[config.mk]
export PLATFORM = sky130hd
export DESIGN_NAME = admm_solver
export DESIGN_NICKNAME = d
export VERILOG_FILES = /design/src/admm_pkg.sv /design/src/admm_bus_pkg.sv /design/src/admm_solver.sv /design/src/admm_readback.sv /design/src/admm_vector_store.sv /design/src/admm_element_pipe.sv /design/src/admm_iter_ctrl.sv /design/src/admm_config_regs.sv
export SDC_FILE = /design/constraint.sdc
export NUM_CORES = 2
export LEC_CHECK = 0
export ABC_AREA = 1
export BUFFER_PORTS_ARGS = -buffer_cell sky130_fd_sc_hd__clkbuf_2
export CORE_MARGIN = 8
export CORE_UTILIZATION = 28
export DETAILED_ROUTE_END_ITERATION = 8
export PLACE_DENSITY = 0.49
export SYNTH_ARGS = -nofsm -noshare
export SYNTH_HDL_FRONTEND = slang
export SYNTH_SLANG_ARGS = --single-unit
[constraint.sdc]
create_clock -name clk -period 32 [get_ports clk]
set_input_delay 4.8 -clock clk [delete_from_list [all_inputs] [get_ports clk]]
set_output_delay 4.8 -clock clk [all_outputs]
set_load 0.01 [all_outputs]
[src/admm_pkg.sv]
`default_nettype none

package admm_pkg;

    localparam int DATA_WIDTH = 16;              // Q8.8 signed values
    localparam int FRAC_BITS  = 8;
    localparam int VEC_LEN    = 8;
    localparam int IDX_WIDTH  = 3;

    typedef logic signed [DATA_WIDTH-1:0] fixed_t;
    typedef logic [IDX_WIDTH-1:0] idx_t;

    localparam fixed_t FIXED_MIN = {1'b1, {(DATA_WIDTH-1){1'b0}}};
    localparam fixed_t FIXED_MAX = {1'b0, {(DATA_WIDTH-1){1'b1}}};

    // Per-element problem data as held in the config registers
    typedef struct packed {
        fixed_t ref_val;
        fixed_t lo;
        fixed_t hi;
    } elem_param_t;

    typedef struct packed {
        idx_t   idx;
        fixed_t ref_val;
        fixed_t lo;
        fixed_t hi;
        fixed_t z;                               // Slack from previous sweep
        fixed_t y;                               // Dual from previous sweep
    } elem_req_t;

    typedef struct packed {
        idx_t   idx;
        fixed_t z_new;
        fixed_t y_new;
        fixed_t pri_term;                        // |x - z_new|
        fixed_t dual_term;                       // |z_new - z|
    } elem_res_t;

    typedef enum logic [2:0] {
        IDLE,
        SWEEP,
        DRAIN,
        CHECK,
        DONE
    } solver_state_t;

endpackage

`default_nettype wire
[src/admm_bus_pkg.sv]
`default_nettype none

package admm_bus_pkg;

    localparam int BUS_WIDTH  = 32;
    localparam int ADDR_WIDTH = 16;

    // Region select on addr[15:12]
    typedef enum logic [3:0] {
        CTRL  = 4'h0,
        REF   = 4'h1,
        LO    = 4'h2,
        HI    = 4'h3,
        Z_OUT = 4'h4,
        Y_OUT = 4'h5
    } region_t;

    // Offsets inside the control region
    localparam logic [11:0] OFS_START_STATUS = 12'h000;
    localparam logic [11:0] OFS_MAXITER      = 12'h004;    // Reads back iter
    localparam logic [11:0] OFS_PRI          = 12'h008;
    localparam logic [11:0] OFS_DUAL         = 12'h00C;

    localparam logic [7:0]       DEF_MAX_ITER = 8'd100;
    localparam admm_pkg::fixed_t DEF_TOL      = 16'sd2;     // Two LSBs
    localparam admm_pkg::fixed_t DEF_REF      = '0;
    localparam admm_pkg::fixed_t DEF_LO       = admm_pkg::FIXED_MIN;
    localparam admm_pkg::fixed_t DEF_HI       = admm_pkg::FIXED_MAX;

    typedef struct packed {
        logic [7:0]       max_iter;
        admm_pkg::fixed_t pri_tol;
        admm_pkg::fixed_t dual_tol;
    } solver_cfg_t;

    typedef struct packed {
        logic             busy;
        logic             done;
        logic             converged;
        logic [7:0]       iter;
        admm_pkg::fixed_t pri_res;               // Max primal term of last sweep
        admm_pkg::fixed_t dual_res;
    } solver_status_t;

endpackage

`default_nettype wire

[src/admm_solver.sv]
`timescale 1ns/100ps
`default_nettype none

module admm_solver (
    input  logic                                 clk,
    input  logic                                 rst,
    input  logic [admm_bus_pkg::BUS_WIDTH-1:0]   writedata,
    input  logic                                 read,
    input  logic                                 write,
    input  logic [admm_bus_pkg::ADDR_WIDTH-1:0]  addr,
    input  logic                                 chipselect,
    output logic [admm_bus_pkg::BUS_WIDTH-1:0]   readdata
);

    admm_bus_pkg::solver_cfg_t    cfg;
    admm_bus_pkg::solver_status_t status;
    logic                         start_req;
    admm_pkg::elem_param_t        elem_param;
    admm_pkg::idx_t               elem_sel;
    admm_pkg::idx_t               rd_idx;
    admm_pkg::idx_t               rb_idx;
    logic                         clear;
    admm_pkg::elem_req_t          req;
    logic                         req_valid;
    admm_pkg::elem_res_t          res;
    logic                         res_valid;
    admm_pkg::fixed_t             z_rd;
    admm_pkg::fixed_t             y_rd;
    admm_pkg::fixed_t             z_rb;
    admm_pkg::fixed_t             y_rb;

    admm_config_regs u_config_regs (
        .clk(clk), .rst(rst), .chipselect(chipselect), .write(write), .addr(addr),
        .writedata(writedata), .elem_sel(elem_sel), .cfg(cfg), .start_req(start_req),
        .elem_param(elem_param)
    );

    admm_iter_ctrl u_iter_ctrl (
        .clk(clk), .rst(rst), .cfg(cfg), .start_req(start_req), .elem_param(elem_param),
        .z_rd(z_rd), .y_rd(y_rd), .res(res), .res_valid(res_valid), .elem_sel(elem_sel),
        .rd_idx(rd_idx), .clear(clear), .req(req), .req_valid(req_valid), .status(status)
    );

    admm_element_pipe u_element_pipe (
        .clk(clk), .rst(rst), .req(req), .req_valid(req_valid),
        .res(res), .res_valid(res_valid)
    );

    // Writeback of z and y straight from the pipeline result
    admm_vector_store u_vector_store (
        .clk(clk), .rst(rst), .clear(clear), .rd_idx(rd_idx), .wr_valid(res_valid),
        .wr_idx(res.idx), .z_wr(res.z_new), .y_wr(res.y_new), .rb_idx(rb_idx),
        .z_rd(z_rd), .y_rd(y_rd), .z_rb(z_rb), .y_rb(y_rb)
    );

    admm_readback u_readback (
        .clk(clk), .rst(rst), .chipselect(chipselect), .read(read), .addr(addr),
        .status(status), .z_rb(z_rb), .y_rb(y_rb), .rb_idx(rb_idx), .readdata(readdata)
    );

endmodule

`default_nettype wire

[src/admm_readback.sv]
`timescale 1ns/100ps
`default_nettype none

module admm_readback (
    input  logic                                 clk,
    input  logic                                 rst,
    input  logic                                 chipselect,
    input  logic                                 read,
    input  logic [admm_bus_pkg::ADDR_WIDTH-1:0]  addr,
    input  admm_bus_pkg::solver_status_t         status,
    input  admm_pkg::fixed_t                     z_rb,
    input  admm_pkg::fixed_t                     y_rb,
    output admm_pkg::idx_t                       rb_idx,
    output logic [admm_bus_pkg::BUS_WIDTH-1:0]   readdata
);

    logic [admm_bus_pkg::BUS_WIDTH-1:0] rd_value;

    function automatic logic [admm_bus_pkg::BUS_WIDTH-1:0] sext(input admm_pkg::fixed_t v);
        return admm_bus_pkg::BUS_WIDTH'(v);
    endfunction

    assign rb_idx = addr[4:2];

    always_comb begin
        rd_value = '0;                               // Unmapped reads return 0
        case (admm_bus_pkg::region_t'(addr[15:12]))
            admm_bus_pkg::CTRL: begin
                case (addr[11:0])
                    admm_bus_pkg::OFS_START_STATUS:
                        rd_value[2:0] = {status.busy, status.converged, status.done};
                    admm_bus_pkg::OFS_MAXITER: rd_value[7:0] = status.iter;
                    admm_bus_pkg::OFS_PRI:     rd_value = sext(status.pri_res);
                    admm_bus_pkg::OFS_DUAL:    rd_value = sext(status.dual_res);
                    default: ;
                endcase
            end
            admm_bus_pkg::Z_OUT: rd_value = sext(z_rb);
            admm_bus_pkg::Y_OUT: rd_value = sext(y_rb);
            default: ;
        endcase
    end

    always_ff @(posedge clk or posedge rst) begin
        if (rst)
            readdata <= '0;
        else if (chipselect && read)
            readdata <= rd_value;                    // Holds between reads
    end

endmodule

`default_nettype wire

[src/admm_vector_store.sv]
`timescale 1ns/100ps
`default_nettype none

module admm_vector_store (
    input  logic              clk,
    input  logic              rst,
    input  logic              clear,
    input  admm_pkg::idx_t    rd_idx,
    input  logic              wr_valid,
    input  admm_pkg::idx_t    wr_idx,
    input  admm_pkg::fixed_t  z_wr,
    input  admm_pkg::fixed_t  y_wr,
    input  admm_pkg::idx_t    rb_idx,
    output admm_pkg::fixed_t  z_rd,
    output admm_pkg::fixed_t  y_rd,
    output admm_pkg::fixed_t  z_rb,
    output admm_pkg::fixed_t  y_rb
);

    admm_pkg::fixed_t z_mem [admm_pkg::VEC_LEN];
    admm_pkg::fixed_t y_mem [admm_pkg::VEC_LEN];

    assign z_rd = z_mem[rd_idx];                     // Solver port
    assign y_rd = y_mem[rd_idx];
    assign z_rb = z_mem[rb_idx];                     // Bus readback port
    assign y_rb = y_mem[rb_idx];

    always_ff @(posedge clk or posedge rst) begin
        if (rst) begin
            z_mem <= '{default: '0};
            y_mem <= '{default: '0};
        end else if (clear) begin
            z_mem <= '{default: '0};                 // Fresh solve starts from zero
            y_mem <= '{default: '0};
        end else if (wr_valid) begin
            z_mem[wr_idx] <= z_wr;
            y_mem[wr_idx] <= y_wr;
        end
    end

    // Pipeline must be drained before a new start clears the vectors
    a_no_wr_on_clear: assert property (@(posedge clk) disable iff (rst)
        !(clear && wr_valid));

endmodule

`default_nettype wire

[src/admm_element_pipe.sv]
`timescale 1ns/100ps
`default_nettype none

module admm_element_pipe (
    input  logic                  clk,
    input  logic                  rst,
    input  admm_pkg::elem_req_t   req,
    input  logic                  req_valid,
    output admm_pkg::elem_res_t   res,
    output logic                  res_valid
);

    logic signed [admm_pkg::DATA_WIDTH+1:0] sum_x;   // Two guard bits
    logic signed [admm_pkg::DATA_WIDTH+1:0] sum_w;
    logic signed [admm_pkg::DATA_WIDTH+1:0] sum_y;
    admm_pkg::fixed_t w;
    admm_pkg::fixed_t z_new;

    logic             s1_valid;
    admm_pkg::idx_t   s1_idx;
    admm_pkg::fixed_t s1_x;
    admm_pkg::fixed_t s1_z;
    admm_pkg::fixed_t s1_y;
    admm_pkg::fixed_t s1_lo;
    admm_pkg::fixed_t s1_hi;

    function automatic admm_pkg::fixed_t sat(input logic signed [admm_pkg::DATA_WIDTH+1:0] v);
        if (v > admm_pkg::FIXED_MAX)
            return admm_pkg::FIXED_MAX;
        if (v < admm_pkg::FIXED_MIN)
            return admm_pkg::FIXED_MIN;
        return v[admm_pkg::DATA_WIDTH-1:0];
    endfunction

    function automatic admm_pkg::fixed_t sat_abs(input logic signed [admm_pkg::DATA_WIDTH+1:0] v);
        return sat((v < 0) ? -v : v);
    endfunction

    assign sum_x = req.ref_val + req.z - req.y;

    // Stage 2 datapath
    assign sum_w = s1_x + s1_y;
    assign w     = sat(sum_w);
    assign z_new = (w < s1_lo) ? s1_lo : ((w > s1_hi) ? s1_hi : w);  // Box projection
    assign sum_y = s1_y + s1_x - z_new;

    always_ff @(posedge clk or posedge rst) begin
        if (rst) begin
            s1_valid  <= 1'b0;
            res_valid <= 1'b0;
        end else begin
            s1_valid  <= req_valid;
            res_valid <= s1_valid;
        end
    end

    always_ff @(posedge clk) begin
        s1_idx <= req.idx;
        s1_x   <= sat(sum_x) >>> 1;                  // rho = 1, floor halving
        s1_z   <= req.z;
        s1_y   <= req.y;
        s1_lo  <= req.lo;
        s1_hi  <= req.hi;

        res.idx       <= s1_idx;
        res.z_new     <= z_new;
        res.y_new     <= sat(sum_y);
        res.pri_term  <= sat_abs(s1_x - z_new);
        res.dual_term <= sat_abs(z_new - s1_z);
    end

    // Bounds come straight from bus-written registers
    a_bounds_ordered: assert property (@(posedge clk) disable iff (rst)
        req_valid |-> req.lo <= req.hi);

endmodule

`default_nettype wire

[src/admm_iter_ctrl.sv]
`timescale 1ns/100ps
`default_nettype none

module admm_iter_ctrl (
    input  logic                           clk,
    input  logic                           rst,
    input  admm_bus_pkg::solver_cfg_t      cfg,
    input  logic                           start_req,
    input  admm_pkg::elem_param_t          elem_param,
    input  admm_pkg::fixed_t               z_rd,
    input  admm_pkg::fixed_t               y_rd,
    input  admm_pkg::elem_res_t            res,
    input  logic                           res_valid,
    output admm_pkg::idx_t                 elem_sel,
    output admm_pkg::idx_t                 rd_idx,
    output logic                           clear,
    output admm_pkg::elem_req_t            req,
    output logic                           req_valid,
    output admm_bus_pkg::solver_status_t   status
);

    admm_pkg::solver_state_t state;
    admm_pkg::idx_t          cnt;                    // Element being issued
    logic [7:0]              iter;
    logic                    converged;
    admm_pkg::fixed_t        pri_max;
    admm_pkg::fixed_t        dual_max;
    logic                    accept;
    logic                    last_res;
    logic                    met_tol;
    logic [7:0]              iter_next;

    assign accept    = start_req && (state == admm_pkg::IDLE || state == admm_pkg::DONE);
    assign clear     = accept;                       // Store clears at the SWEEP entry edge
    assign last_res  = res_valid && res.idx == admm_pkg::idx_t'(admm_pkg::VEC_LEN - 1);
    assign met_tol   = pri_max <= cfg.pri_tol && dual_max <= cfg.dual_tol;
    assign iter_next = iter + 8'd1;

    assign elem_sel  = cnt;
    assign rd_idx    = cnt;
    assign req_valid = (state == admm_pkg::SWEEP);
    assign req.idx     = cnt;
    assign req.ref_val = elem_param.ref_val;
    assign req.lo      = elem_param.lo;
    assign req.hi      = elem_param.hi;
    assign req.z       = z_rd;
    assign req.y       = y_rd;

    assign status.busy      = state inside {admm_pkg::SWEEP, admm_pkg::DRAIN, admm_pkg::CHECK};
    assign status.done      = (state == admm_pkg::DONE);
    assign status.converged = converged;
    assign status.iter      = iter;
    assign status.pri_res   = pri_max;
    assign status.dual_res  = dual_max;

    always_ff @(posedge clk or posedge rst) begin
        if (rst) begin
            state     <= admm_pkg::IDLE;
            cnt       <= '0;
            iter      <= '0;
            converged <= 1'b0;
            pri_max   <= '0;
            dual_max  <= '0;
        end else begin
            if (res_valid) begin                     // Running maxima of the terms
                if (res.pri_term > pri_max)
                    pri_max <= res.pri_term;
                if (res.dual_term > dual_max)
                    dual_max <= res.dual_term;
            end
            case (state)
                admm_pkg::IDLE, admm_pkg::DONE: begin
                    if (accept) begin
                        state     <= admm_pkg::SWEEP;
                        cnt       <= '0;
                        iter      <= '0;
                        converged <= 1'b0;
                        pri_max   <= '0;
                        dual_max  <= '0;
                    end
                end
                admm_pkg::SWEEP: begin
                    cnt <= cnt + 1'b1;               // Wraps to 0 for the next sweep
                    if (cnt == admm_pkg::idx_t'(admm_pkg::VEC_LEN - 1))
                        state <= admm_pkg::DRAIN;
                end
                admm_pkg::DRAIN: begin
                    if (last_res)
                        state <= admm_pkg::CHECK;
                end
                admm_pkg::CHECK: begin
                    iter <= iter_next;
                    if (met_tol) begin
                        state     <= admm_pkg::DONE;
                        converged <= 1'b1;
                    end else if (iter_next >= cfg.max_iter) begin
                        state <= admm_pkg::DONE;     // Iteration cap
                    end else begin
                        state    <= admm_pkg::SWEEP;
                        pri_max  <= '0;
                        dual_max <= '0;
                    end
                end
                default: state <= admm_pkg::IDLE;
            endcase
        end
    end

    // Pipeline results only return while a sweep issues or drains
    a_res_in_sweep: assert property (@(posedge clk) disable iff (rst)
        res_valid |-> state inside {admm_pkg::SWEEP, admm_pkg::DRAIN});

endmodule

`default_nettype wire

[src/admm_config_regs.sv]
`timescale 1ns/100ps
`default_nettype none

module admm_config_regs (
    input  logic                                  clk,
    input  logic                                  rst,
    input  logic                                  chipselect,
    input  logic                                  write,
    input  logic [admm_bus_pkg::ADDR_WIDTH-1:0]   addr,
    input  logic [admm_bus_pkg::BUS_WIDTH-1:0]    writedata,
    input  admm_pkg::idx_t                        elem_sel,
    output admm_bus_pkg::solver_cfg_t             cfg,
    output logic                                  start_req,
    output admm_pkg::elem_param_t                 elem_param
);

    admm_bus_pkg::region_t region;
    logic [11:0]           offset;
    admm_pkg::idx_t        idx;
    logic                  wr_en;
    admm_pkg::fixed_t      wdata;

    admm_pkg::elem_param_t params [admm_pkg::VEC_LEN];

    assign wr_en  = chipselect && write;
    assign region = admm_bus_pkg::region_t'(addr[15:12]);
    assign offset = addr[11:0];
    assign idx    = addr[4:2];                       // Word index in vector regions
    assign wdata  = writedata[admm_pkg::DATA_WIDTH-1:0];

    assign elem_param = params[elem_sel];

    always_ff @(posedge clk or posedge rst) begin
        if (rst) begin
            cfg.max_iter <= admm_bus_pkg::DEF_MAX_ITER;
            cfg.pri_tol  <= admm_bus_pkg::DEF_TOL;
            cfg.dual_tol <= admm_bus_pkg::DEF_TOL;
            start_req    <= 1'b0;
            for (int i = 0; i < admm_pkg::VEC_LEN; i++) begin
                params[i].ref_val <= admm_bus_pkg::DEF_REF;
                params[i].lo      <= admm_bus_pkg::DEF_LO;
                params[i].hi      <= admm_bus_pkg::DEF_HI;
            end
        end else begin
            // One-cycle pulse, ctrl decides whether to accept it
            start_req <= wr_en && region == admm_bus_pkg::CTRL &&
                         offset == admm_bus_pkg::OFS_START_STATUS && writedata[0];
            if (wr_en) begin
                case (region)
                    admm_bus_pkg::CTRL: begin
                        case (offset)
                            admm_bus_pkg::OFS_MAXITER: cfg.max_iter <= writedata[7:0];
                            admm_bus_pkg::OFS_PRI:     cfg.pri_tol  <= wdata;
                            admm_bus_pkg::OFS_DUAL:    cfg.dual_tol <= wdata;
                            default: ;
                        endcase
                    end
                    admm_bus_pkg::REF: params[idx].ref_val <= wdata;
                    admm_bus_pkg::LO:  params[idx].lo      <= wdata;
                    admm_bus_pkg::HI:  params[idx].hi      <= wdata;
                    default: ;                       // Read-only or unmapped
                endcase
            end
        end
    end

    // Bus strobes are single-cycle, so a start never stretches
    a_start_pulse: assert property (@(posedge clk) disable iff (rst)
        start_req |=> !start_req);

endmodule

`default_nettype wire

==> run metrics <==
FF/Latch Area 21800 um^2; first-pass GRT wire length 257 mm; Synth Warn # 0; Crit Path Category reg2reg; final period utilization 25.8%; post-route setup TNS 0 ps; grt total ovfl 0; Worst Path Required 32660 ps; area of the die 184000 um^2; Synth Area per Inst 8.00 um^2; clk slew on worst S/H paths 60 ps; fraction of layout cells with a size suffix above 1 9.91%; GP Congestion 0.864; Mapped Area 47800 um^2; Initial Util 28.2%; Total Routed Length 170 mm; Via density 5.04; minimum clock period 8270 ps; Fmax 121 MHz; top_reg_cell synth dfrtp_1; most common cell after layout, fill and taps aside nand2_1; DRC 0; Die Wd 429 um; register area share after synthesis 45.6%; DR iter-0 viols 3406; Area growth syn-to-layout 12.3%; Die Height 429 um; drt pass-1 iters 6; Site Rows 151; reg2reg start u_element_pipe.s1_x[0]; asr flop ratio synth 83.4%; slowest cell delay on critical path 800 ps; Tot GR Track Use 17.9%; Tightest Pin Transition 1260 ps; Core ar. 170000 um^2; outcome finished, final reports clean; Worst Path Max Fanout 17; final setup fails 0; CP max stage cell o21ai_0; CTS tree yes; Yosys reg bits 895; reg2reg setup slack 23730 ps; DRT antenna net count 0; post-DR wirelength/cell 20.8 um; Worst Skew 65.1 ps; Hold Buf Count CTS 0; initial antenna violation count 14; crit-path most repeated cell nand2_1; Min-Delay Path Depth 0; clock buffer depth 3; crit path to u_element_pipe.res[18]; max cap viols 0; Root Driver clkbuf_16; cell depth of the worst setup path 39; kind of end point of the critical path flip-flop; type of origin of the critical path flip-flop; Synth Instances 5979; synth unique cells 68; CTS buffer count 103; via count 41335; Worst setup startpoint u_element_pipe.s1_x[0]; Fill cells 18145; R2R cell count 39; Post-synth EDFFs 0; largest net degree at the start of global routing 166; Worst-Skew Late Latency 760 ps; Post-CTS Resized 0; H-Tree Level Count 3; Slew headroom 16.2%; Post-CTS Setup Bufs 0; Max Slew Vio Count 0; commonest cells after routing, fill and taps aside nand2_1 (1025), o21ai_0 (809), inv_1 (796), dfrtp_1 (611), nor2_1 (404); vias in the first global route 40280; Detail Placement HPWL 111 mm; nets@finish 6126; area of the multi-input gates 21500 um^2; Worst R2R End u_element_pipe.res[18]; IO Pins 85; Sink Count 895; CP bufs+invs 7; Hold Crit Class reg2reg; RSZ-0062 raised after global routing no; Port Buf Inserts 68; Arr. time, crit path 8930 ps; delay-heaviest family, CP simple AND/OR/NAND/NOR gates; final hold vios 0
-- worst register-to-register path, delay by kind of cell, from the launching register on --
family,cells,cell delay (ps)
AO/OA/AOI/OAI,8,2140
adder cells (fa/ha/maj),4,1310
AND/OR/NAND/NOR,20,3240
flip-flops,1,460
buffers and inverters,7,1010
-- layout make-up --
| class | count | area share (%) |
|---|---|---|
| Timing Repair Buffer | 159 | 1.98 |
| Clock inverter | 29 | 0.620 |
| Clock buffer | 165 | 5.78 |
| Tap cell | 2218 | 5.17 |
| Multi-Input combinational cell | 3900 | 40.0 |
| Antenna cell | 12 | 0.0559 |
| Sequential cell | 895 | 40.6 |
| Inverter | 816 | 5.75 |
-- cell families after synthesis --
kind of cell / count (synthesis) / share of synthesized area (%)
other: 1 / 0.00784
XOR/XNOR: 71 / 1.32
multiplexers: 63 / 1.32
AO/OA/AOI/OAI: 1722 / 20.2
buffers and inverters: 1185 / 9.57
adder cells (fa/ha/maj): 198 / 5.48
AND/OR/NAND/NOR: 1844 / 16.5
flip-flops: 895 / 45.6
-- sequential cells by signal, summed over array words and instances (netlist names), 8 cells and up --
| name | flops |
|---|---|
| u_element_pipe.s1_lo | 16 |
| u_iter_ctrl.iter | 8 |
| u_element_pipe.s1_z | 16 |
| u_element_pipe.s1_y | 16 |
| u_element_pipe.s1_x | 15 |
| u_element_pipe.s1_hi | 16 |
| u_vector_store.z_mem | 128 |
| u_config_regs.params | 384 |
| u_iter_ctrl.dual_max | 16 |
| u_iter_ctrl.pri_max | 16 |
| u_element_pipe.res | 67 |
| u_readback.readdata | 16 |
| u_config_regs.cfg | 40 |
| u_vector_store.y_mem | 128 |
-- metrics by stage --
stage	setup slack, ps	hold slack (ps)	utilization [%]	cell area (um^2)	instances
2_1_floorplan	6490	310	-	47900	5980
3_5_place_dp	23180	320	29.6	50200	7987
5_1_grt	22910	332	31.6	53700	8183
3_3_place_gp	23200	313	29.6	50200	7987
4_1_cts	23780	325	31.6	53700	8181
6_report	23730	326	31.7	53700	8194
-- cells in the mapped netlist, types with 56 or more instances --
library cell  number  area, um^2
a21oi_1          348        1740
a31oi_1           56         350
clkbuf_1         299        1120
dfrtp_1          613       15300
dfstp_2          133        3490
dfxtp_1          149        2980
ha_1             179        2240
inv_1            801        3010
mux2i_1           63         631
nand2_1         1029        3860
nand3_1          221        1110
nor2_1           406        1520
o21ai_0          811        4060
o22ai_1          312        1950
xor2_1            57         499
-- how the worst min path moves through the flow --
stage                                        end  slack (ps)                     start
after floorplan           u_element_pipe.res[64]         310  u_element_pipe.s1_idx[0]
after global placement    u_element_pipe.res[65]         310  u_element_pipe.s1_idx[1]
after detailed placement  u_element_pipe.res[64]         320  u_element_pipe.s1_idx[0]
after CTS                 u_element_pipe.res[64]         320  u_element_pipe.s1_idx[0]
after global routing      u_element_pipe.res[64]         330  u_element_pipe.s1_idx[0]
final                     u_element_pipe.res[64]         330  u_element_pipe.s1_idx[0]
-- layer usage --
metal,track usage [%],up-vias,wire length (um)
met1,24.0,20105,76300
met5,0,-,13
met3,3.13,291,9670
met2,29.3,1170,78100
met4,5.80,2,5930
li1,-,19767,-
Power is not shown: default switching activity piles up to over one toggle a cycle in this logic, so the estimate is an artifact.
